[src/common/bottom_pkg.sv]
// Lower datapath shared types
package bottom_pkg;

	// Command operation, in the top nibble of every command word
	typedef enum logic [3:0] {
		OP_LOAD_REG  = 4'd0,	// Immediate into a byte register
		OP_READ_REG  = 4'd1,	// Byte register onto rd_data
		OP_INC_PAIR  = 4'd2,	// Pair + 1, shown on addr
		OP_DEC_PAIR  = 4'd3,	// Pair - 1, shown on addr
		OP_WRITE_MEM = 4'd4,	// A to the pair address
		OP_READ_MEM  = 4'd5,	// Read from the pair address
		OP_EI        = 4'd6,	// Set master interrupt enable
		OP_DISPATCH  = 4'd7	// Take the winning interrupt
	} op_t;

	// Byte register select, value 7 is reserved
	typedef enum logic [2:0] {
		REG_A = 3'd0,
		REG_B = 3'd1,
		REG_C = 3'd2,
		REG_D = 3'd3,
		REG_E = 3'd4,
		REG_H = 3'd5,
		REG_L = 3'd6
	} reg_sel_t;

	// Register pair select for the 16-bit paths
	typedef enum logic [1:0] {
		PAIR_BC = 2'd0,
		PAIR_DE = 2'd1,
		PAIR_HL = 2'd2,
		PAIR_PC = 2'd3
	} pair_sel_t;

	// One command word, read as a byte command or as a pair command
	typedef union packed {
		struct packed {
			op_t        op;	// [15:12]
			reg_sel_t   rsel;	// [11:9]
			logic       pad;	// [8]
			logic [7:0] imm;	// [7:0]
		} reg_view;
		struct packed {
			op_t        op;	// [15:12]
			pair_sel_t  psel;	// [11:10]
			logic [9:0] pad;	// [9:0]
		} pair_view;
	} cmd_word_u;

	// Memory map and vector layout
	localparam logic [15:0] IE_ADDR     = 16'hFFFF;	// Interrupt enable register
	localparam logic [7:0]  OPEN_BUS    = 8'hFF;	// Undriven data bus reads high
	localparam logic [15:0] VEC_SPACING = 16'd8;	// Bytes between vectors

endpackage

[src/hw/incdec16.sv]
// 16-bit increment and decrement unit
`timescale 1ns/10ps

module incdec16 (
	input  logic [15:0] val,
	input  logic        dec,
	output logic [15:0] res
);

	logic [15:0] match;	// Bits that propagate the carry
	logic [7:0]  tog_lo;
	logic [7:0]  tog_hi;
	logic        lo_cout;	// Low half rolls over

	// Toggle enables for one 8-bit half of the chain
	function automatic logic [7:0] half_toggles(input logic [7:0] m, input logic cin);
		logic [7:0] t;
		t[0] = cin;
		for (int i = 1; i < 8; i++) begin
			t[i] = t[i-1] & m[i-1];
		end
		return t;
	endfunction

	// Increment passes on ones, decrement on zeros
	assign match = dec ? ~val : val;

	assign tog_lo  = half_toggles(match[7:0], 1'b1);
	assign lo_cout = tog_lo[7] & match[7];
	assign tog_hi  = half_toggles(match[15:8], lo_cout);

	assign res = val ^ {tog_hi, tog_lo};	// Wraps at both ends

endmodule

[src/hw/reg_file.sv]
// General registers and program counter
`timescale 1ns/10ps

module reg_file import bottom_pkg::*; (
	input  logic        clk,
	input  logic        arst_n,
	input  logic        rf_we,
	input  reg_sel_t    rf_wsel,
	input  logic [7:0]  rf_wdata,
	input  reg_sel_t    rf_rsel,
	input  pair_sel_t   rf_psel,
	input  logic        rf_pwe,
	input  logic [15:0] rf_pwdata,
	output logic [7:0]  rf_rdata,
	output logic [15:0] rf_pair
);

	logic [7:0]  a, b, c, d, e, h, l;
	logic [15:0] pc;

	always_ff @(posedge clk or negedge arst_n) begin
		if (!arst_n) begin
			a  <= '0;
			b  <= '0;
			c  <= '0;
			d  <= '0;
			e  <= '0;
			h  <= '0;
			l  <= '0;
			pc <= '0;
		end else begin
			if (rf_we) begin
				case (rf_wsel)
					REG_A: a <= rf_wdata;
					REG_B: b <= rf_wdata;
					REG_C: c <= rf_wdata;
					REG_D: d <= rf_wdata;
					REG_E: e <= rf_wdata;
					REG_H: h <= rf_wdata;
					REG_L: l <= rf_wdata;
					default: ;	// Reserved select writes nothing
				endcase
			end
			if (rf_pwe) begin
				case (rf_psel)
					PAIR_BC: {b, c} <= rf_pwdata;	// High byte in B
					PAIR_DE: {d, e} <= rf_pwdata;
					PAIR_HL: {h, l} <= rf_pwdata;
					PAIR_PC: pc <= rf_pwdata;
				endcase
			end
		end
	end

	always_comb begin
		case (rf_rsel)
			REG_A: rf_rdata = a;
			REG_B: rf_rdata = b;
			REG_C: rf_rdata = c;
			REG_D: rf_rdata = d;
			REG_E: rf_rdata = e;
			REG_H: rf_rdata = h;
			REG_L: rf_rdata = l;
			default: rf_rdata = '0;
		endcase
	end

	always_comb begin
		case (rf_psel)
			PAIR_BC: rf_pair = {b, c};
			PAIR_DE: rf_pair = {d, e};
			PAIR_HL: rf_pair = {h, l};
			default: rf_pair = pc;
		endcase
	end

	// Sequencer issues at most one register write per transaction
	a_one_write: assert property (@(posedge clk) disable iff (!arst_n) !(rf_we && rf_pwe));

endmodule

[src/hw/cmd_sequencer.sv]
// Command handshake and execution
`timescale 1ns/10ps

module cmd_sequencer import bottom_pkg::*; #(
	parameter int N_IRQ = 8
) (
	input  logic             clk,
	input  logic             arst_n,
	input  logic             cmd_req,
	input  cmd_word_u        cmd_word,
	input  logic [7:0]       rf_rdata,
	input  logic [15:0]      rf_pair,
	input  logic [15:0]      incdec_res,
	input  logic [N_IRQ-1:0] ie_q,
	input  logic             irq_pending,
	input  logic [15:0]      vector,
	output logic             cmd_ack,
	output logic [7:0]       rd_data,
	output logic [15:0]      addr,
	output logic             rf_we,
	output reg_sel_t         rf_wsel,
	output logic [7:0]       rf_wdata,
	output reg_sel_t         rf_rsel,
	output pair_sel_t        rf_psel,
	output logic             rf_pwe,
	output logic [15:0]      rf_pwdata,
	output logic             dec,
	output logic             ie_we,
	output logic [7:0]       ie_wdata,
	output logic             ime_set,
	output logic             dispatch
);

	op_t        op;
	reg_sel_t   rsel;
	pair_sel_t  psel;
	logic       start;	// Execute strobe, one per transaction
	logic       is_ie;
	logic [7:0] ie_byte;

	assign op    = cmd_word.reg_view.op;
	assign rsel  = cmd_word.reg_view.rsel;
	assign psel  = cmd_word.pair_view.psel;
	assign start = cmd_req & ~cmd_ack;
	assign is_ie = (rf_pair == IE_ADDR);

	always_comb begin
		ie_byte = '0;
		ie_byte[N_IRQ-1:0] = ie_q;	// IE reads back zero-extended
	end

	// Byte ports, A is the source for memory writes
	assign rf_we    = start & (op == OP_LOAD_REG);
	assign rf_wsel  = rsel;
	assign rf_wdata = cmd_word.reg_view.imm;
	assign rf_rsel  = (op == OP_WRITE_MEM) ? REG_A : rsel;

	// Pair port, dispatch always targets PC
	assign rf_psel   = (op == OP_DISPATCH) ? PAIR_PC : psel;
	assign dec       = (op == OP_DEC_PAIR);
	assign dispatch  = start & (op == OP_DISPATCH) & irq_pending;
	assign rf_pwe    = (start & (op == OP_INC_PAIR || op == OP_DEC_PAIR)) | dispatch;
	assign rf_pwdata = (op == OP_DISPATCH) ? vector : incdec_res;

	assign ie_we    = start & (op == OP_WRITE_MEM) & is_ie;
	assign ie_wdata = rf_rdata;
	assign ime_set  = start & (op == OP_EI);

	always_ff @(posedge clk or negedge arst_n) begin
		if (!arst_n) begin
			cmd_ack <= 1'b0;
			rd_data <= '0;
			addr    <= '0;
		end else if (start) begin
			cmd_ack <= 1'b1;
			case (op)
				OP_READ_REG: rd_data <= rf_rdata;
				OP_INC_PAIR, OP_DEC_PAIR: addr <= incdec_res;
				OP_WRITE_MEM: addr <= rf_pair;
				OP_READ_MEM: begin
					addr    <= rf_pair;
					rd_data <= is_ie ? ie_byte : OPEN_BUS;	// Only IE is mapped
				end
				default: ;	// Other ops touch no payload
			endcase
		end else if (!cmd_req) begin
			cmd_ack <= 1'b0;	// Return to idle phase
		end
	end

	// Requester must hold the word for the whole request phase
	a_word_stable: assert property (@(posedge clk) disable iff (!arst_n)
		cmd_req && $past(cmd_req) |-> $stable(cmd_word));

	// Byte commands never carry the reserved select into execution
	a_no_reserved: assert property (@(posedge clk) disable iff (!arst_n)
		start && (op == OP_LOAD_REG || op == OP_READ_REG) |-> rsel != 3'd7);

endmodule

[src/irq/irq_enable_reg.sv]
// Interrupt enable and master enable
`timescale 1ns/10ps

module irq_enable_reg #(
	parameter int N_IRQ = 8
) (
	input  logic             clk,
	input  logic             arst_n,
	input  logic             ie_we,
	input  logic [7:0]       ie_wdata,
	input  logic             ime_set,
	input  logic             dispatch,
	output logic [N_IRQ-1:0] ie_q,
	output logic             ime
);

	always_ff @(posedge clk or negedge arst_n) begin
		if (!arst_n) begin
			ie_q <= '0;
			ime  <= 1'b0;
		end else begin
			if (ie_we) begin
				ie_q <= ie_wdata[N_IRQ-1:0];	// Upper bits not implemented
			end
			if (dispatch) begin
				ime <= 1'b0;	// Taking an interrupt masks the rest
			end else if (ime_set) begin
				ime <= 1'b1;
			end
		end
	end

endmodule

[src/irq/irq_arbiter.sv]
// Interrupt flags and priority arbiter
`timescale 1ns/10ps

module irq_arbiter import bottom_pkg::*; #(
	parameter int          N_IRQ       = 8,
	parameter logic [15:0] VECTOR_BASE = 16'h0040
) (
	input  logic             clk,
	input  logic             arst_n,
	input  logic [N_IRQ-1:0] irq_trig,
	input  logic [N_IRQ-1:0] ie_q,
	input  logic             ime,
	input  logic             dispatch,
	output logic             irq_pending,
	output logic [15:0]      vector,
	output logic [N_IRQ-1:0] irq_ack
);

	logic [N_IRQ-1:0] if_q;	// Sticky request flags
	logic [N_IRQ-1:0] pend;
	logic [N_IRQ-1:0] grant;	// One-hot winner
	logic [2:0]       win_idx;

	assign pend  = if_q & ie_q;
	assign grant = pend & (~pend + 1'b1);	// Isolate lowest set bit

	always_comb begin
		win_idx = '0;
		for (int i = N_IRQ - 1; i >= 0; i--) begin
			if (pend[i]) begin
				win_idx = 3'(i);
			end
		end
	end

	assign irq_pending = ime & (|pend);
	assign vector      = VECTOR_BASE + VEC_SPACING * 16'(win_idx);

	always_ff @(posedge clk or negedge arst_n) begin
		if (!arst_n) begin
			if_q    <= '0;
			irq_ack <= '0;
		end else begin
			// A new trigger on the same edge keeps its flag set
			if_q    <= (if_q & ~(dispatch ? grant : '0)) | irq_trig;
			irq_ack <= dispatch ? grant : '0;	// Single-cycle pulse
		end
	end

	// Acknowledge is one-hot and names the line whose vector was taken
	a_ack_onehot: assert property (@(posedge clk) disable iff (!arst_n)
		dispatch |=> irq_ack == (N_IRQ'(1) << $past(win_idx)));

endmodule

[src/hw/cpu_bottom.sv]
// CPU lower datapath top level
`timescale 1ns/10ps

module cpu_bottom import bottom_pkg::*; #(
	parameter int          N_IRQ       = 8,
	parameter logic [15:0] VECTOR_BASE = 16'h0040
) (
	input  logic             clk,
	input  logic             arst_n,
	input  logic             cmd_req,
	input  cmd_word_u        cmd_word,
	input  logic [N_IRQ-1:0] irq_trig,
	output logic             cmd_ack,
	output logic [7:0]       rd_data,
	output logic [15:0]      addr,
	output logic             irq_pending,
	output logic [N_IRQ-1:0] irq_ack
);

	logic             rf_we;	// Byte write port
	reg_sel_t         rf_wsel;
	logic [7:0]       rf_wdata;
	reg_sel_t         rf_rsel;	// Byte read port
	logic [7:0]       rf_rdata;
	pair_sel_t        rf_psel;	// Pair port
	logic [15:0]      rf_pair;
	logic             rf_pwe;
	logic [15:0]      rf_pwdata;
	logic             dec;
	logic [15:0]      incdec_res;
	logic             ie_we;
	logic [7:0]       ie_wdata;
	logic             ime_set;
	logic             dispatch;
	logic [N_IRQ-1:0] ie_q;
	logic             ime;
	logic [15:0]      vector;

	cmd_sequencer #(.N_IRQ(N_IRQ)) seq_i (
		.clk(clk), .arst_n(arst_n),
		.cmd_req(cmd_req), .cmd_word(cmd_word), .cmd_ack(cmd_ack),
		.rd_data(rd_data), .addr(addr),
		.rf_we(rf_we), .rf_wsel(rf_wsel), .rf_wdata(rf_wdata),
		.rf_rsel(rf_rsel), .rf_rdata(rf_rdata),
		.rf_psel(rf_psel), .rf_pair(rf_pair),
		.rf_pwe(rf_pwe), .rf_pwdata(rf_pwdata),
		.dec(dec), .incdec_res(incdec_res),
		.ie_we(ie_we), .ie_wdata(ie_wdata), .ie_q(ie_q),
		.ime_set(ime_set), .dispatch(dispatch),
		.irq_pending(irq_pending), .vector(vector)
	);

	reg_file rf_i (
		.clk(clk), .arst_n(arst_n),
		.rf_we(rf_we), .rf_wsel(rf_wsel), .rf_wdata(rf_wdata),
		.rf_rsel(rf_rsel), .rf_rdata(rf_rdata),
		.rf_psel(rf_psel), .rf_pair(rf_pair),
		.rf_pwe(rf_pwe), .rf_pwdata(rf_pwdata)
	);

	incdec16 incdec_i (.val(rf_pair), .dec(dec), .res(incdec_res));

	irq_enable_reg #(.N_IRQ(N_IRQ)) ie_i (
		.clk(clk), .arst_n(arst_n),
		.ie_we(ie_we), .ie_wdata(ie_wdata),
		.ime_set(ime_set), .dispatch(dispatch),
		.ie_q(ie_q), .ime(ime)
	);

	irq_arbiter #(.N_IRQ(N_IRQ), .VECTOR_BASE(VECTOR_BASE)) arb_i (
		.clk(clk), .arst_n(arst_n),
		.irq_trig(irq_trig), .ie_q(ie_q), .ime(ime), .dispatch(dispatch),
		.irq_pending(irq_pending), .vector(vector), .irq_ack(irq_ack)
	);

endmodule

[config.mk]
export PLATFORM = sky130hd
export DESIGN_NAME = cpu_bottom
export DESIGN_NICKNAME = d
export VERILOG_FILES = /design/src/common/bottom_pkg.sv /design/src/hw/incdec16.sv /design/src/hw/reg_file.sv /design/src/hw/cmd_sequencer.sv /design/src/irq/irq_enable_reg.sv /design/src/irq/irq_arbiter.sv /design/src/hw/cpu_bottom.sv
export SDC_FILE = /design/constraint.sdc
export NUM_CORES = 1
export LEC_CHECK = 0
export ABC_CLOCK_PERIOD_IN_PS = 4000
export BUFFER_PORTS_ARGS = -buffer_cell sky130_fd_sc_hd__buf_2
export CORE_ASPECT_RATIO = 2
export CORE_MARGIN = 10
export CORE_UTILIZATION = 45
export DETAILED_ROUTE_END_ITERATION = 10
export HOLD_SLACK_MARGIN = 0.05
export PLACE_DENSITY = 0.71
export SYNTH_ARGS = -nofsm -noshare
export SYNTH_HDL_FRONTEND = slang
export SYNTH_SLANG_ARGS = --single-unit
[constraint.sdc]
create_clock -name clk -period 4 [get_ports clk]
set_input_delay 0.4 -clock clk [delete_from_list [all_inputs] [get_ports clk]]
set_output_delay 0.4 -clock clk [all_outputs]
set_load 0.05 [all_outputs]
==> results_dict.tcl <==
set metrics [dict create \
    status "finished clean" \
    synth_top_area_cell "dfrtp_1" \
    clk_pin_slew_worst_paths_ps 60 \
    synthToLayoutAreaGrowth_pct 17.1 \
    firstDrtPassIters 8 \
    worstHoldPathType "in -> async" \
    core_um2 16100 \
    power_mw 4.79 \
    routedWlPerCell_um 20.9 \
    root_buffer "clkbuf_16" \
    ys_top_cells_by_count "122 x dfrtp_1, 85 x nand2_1, 69 x nor2_1, 63 x a21oi_1, 40 x mux2i_1" \
    postCtsSetupBuffers 0 \
    drive_above_1_share 0.211 \
    die_w_um 110 \
    met1_usage 0.261 \
    finClkSkew_ps 8.86 \
    maxCapViolCount 0 \
    hold_violations 0 \
    vias 6643 \
    relSlewSlack 0.176 \
    ys_seq_area_frac 0.417 \
    layoutNonFillerInstCount 1084 \
    drc_errors 0 \
    crit_required_ps 4340 \
    synth_warnings 0 \
    use_met2 0.340 \
    cts_buffers 17 \
    fmax_mhz 319 \
    start_util 0.455 \
    synth_top_area_frac 0.417 \
    clock_path_buffers 2 \
    setup_viol 0 \
    ys_top_cells_by_area "dfrtp_1 42%, mux2i_1 5.5%, nand2_1 4.4%, a21oi_1 4.3%, mux2_2 4.3%" \
    tightestPinTransition_ps 1230 \
    insertedDiodeCount 0 \
    cp.arrival_ps 3480 \
    fin_nets 894 \
    grt_most_used_layer "met2" \
    num_io_pins 61 \
    cts.sinks 122 \
    min_period_over_period 0.784 \
    synth_nets 823 \
    drt_wl_total_um 22700 \
    hold_buffers 0 \
    dpl_worst_slack_ps 515 \
    viasPerCell 6.13 \
    power_density_nw_per_um2 558 \
    cts_tree "yes" \
    irDropWorstVdd_v 0.000314 \
    rows 66 \
    ys_ff_latch 122 \
    ys.flop_type "dfrtp_1" \
    timing.final.max_slew_violations 0 \
    fin_crit_ps 3140 \
    crit_fanout 18 \
    syn_inst 796 \
    synth_edf_count 0 \
    place_congestion 0.920 \
    syn_avg_cell_area_um2 9.20 \
    dp.cells 1052 \
    leakagePower_nw 3.78 \
    async_flop_share 1.00 \
    dp_hpwl_um 16600 \
    synth_area_um2 7320 \
    grt_use_met3 0.0347 \
    portBuffers 59 \
    grt_pass1_wl_um 36300 \
    fin_ws_ps 862 \
    clkLatencyLatePin_ps 420 \
    worstSetupPathType "in -> reg" \
    grtUsageTotal 0.211 \
    fp.dieH_um 200 \
    grt_pass1_vias 6577 \
    drtIter0Drc 552 \
    rsz0062_at_grt "false" \
    setup-tns-final_ps 0 \
    htree_levels 4 \
    gr-total-overflow 0 \
    start_kind "input pin" \
    grt_max_degree 57 \
    yosysMostFrequentCell "dfrtp_1" \
    antenna_found_initial 0 \
    cts_resized 0 \
    top_regs "rf_i.pc (16), seq_i.addr (16)" \
    synthDistinctLibCells 72 \
    timing.hold.ws_ps 34.5 \
    cp-end-kind "flop" \
    postRouteAntennaNets 0 \
    die_area_um2 22100 \
]
kinds of logic (layout without fill, tap and decap cells):
kind of cell	after synthesis	count (layout)	share of synthesized area
compound gates	227	227	0.205
simple gates	274	274	0.190
buf+inv	66	150	0.0412
xor+xnor	35	35	0.0419
flops	122	122	0.417
mux	72	72	0.104
layout make-up:
class | count | area [µm²]
clock buffers | 17 | 425
flip-flops and latches | 122 | 3050
repair buffers | 103 | 641
well taps | 204 | 255
inverters | 15 | 56.3
fillers | 1439 | 7530
multi-input cells | 608 | 3980
clock inverters | 15 | 166
cell usage in the layout, fill, tap and decap left out, types with 9 or more instances in the layout:
cell       instances
mux2i_1           40
o22ai_1           14
nor3_1            17
and2_1            15
a21o_1            10
a211oi_1          23
a221oi_1           9
clkbuf_16         17
o21ai_1           17
mux2_2            28
o21ai_0           31
nor2b_1           21
buf_4             44
inv_1             15
nand2b_1           9
nor2_1            68
dfrtp_1          122
xor2_1            17
xnor2_1           18
nand3_1           16
a21oi_1           63
buf_2             58
nand2_1           85
report_power, final:
group	switching, mW	internal, mW	total (mW)
clock network	0.619	0.928	1.55
logic	0.981	0.543	1.52
registers	0.214	1.50	1.71
total	1.81	2.97	4.79
path summary, 6_finish.rpt:
| check | cells after the start | slack, ps | from | endpoint |
|---|---|---|---|---|
| worst max-delay path | 11 | 860 | cmd_word[13] | ie_i.ie_q[6] |
| worst min-delay path | 1 | 30 | arst_n | arb_i.if_q[3] |
| worst max register to register | 9 | 960 | ie_i.ie_q[3] | rf_i.pc[11] |
| worst min register to register | 2 | 480 | seq_i.addr[1] | seq_i.addr[1] |
| max in group asynchronous | 2 | 3000 | arst_n | seq_i.addr[11] |
| min in group clk | 1 | 110 | cmd_req | seq_i.cmd_ack |
worst max-delay path: stages:
cell     delay (ps)
buf_2           200
and4b_1         880
nor2_1          210
a21oi_1         240
and2_1          330
nand4_1         130
nor4_1          210
buf_4           190
and3_1          260
buf_4           210
mux2i_1         200
through the flow:
stage	area (µm²)	utilization
4_1_cts	8570	0.532
6_report	8570	0.532
3_3_place_gp	7980	0.496
5_1_grt	8570	0.532
2_1_floorplan	7320	-
3_5_place_dp	7980	0.496
layer usage:
metal / vias up / share of wire
li1: 3047 / -
met1: 3239 / 0.38
met2: 298 / 0.51
met3: 59 / 0.064
met4: 0 / 0.043
met5: - / 0
(Power assumes the default switching activity.)
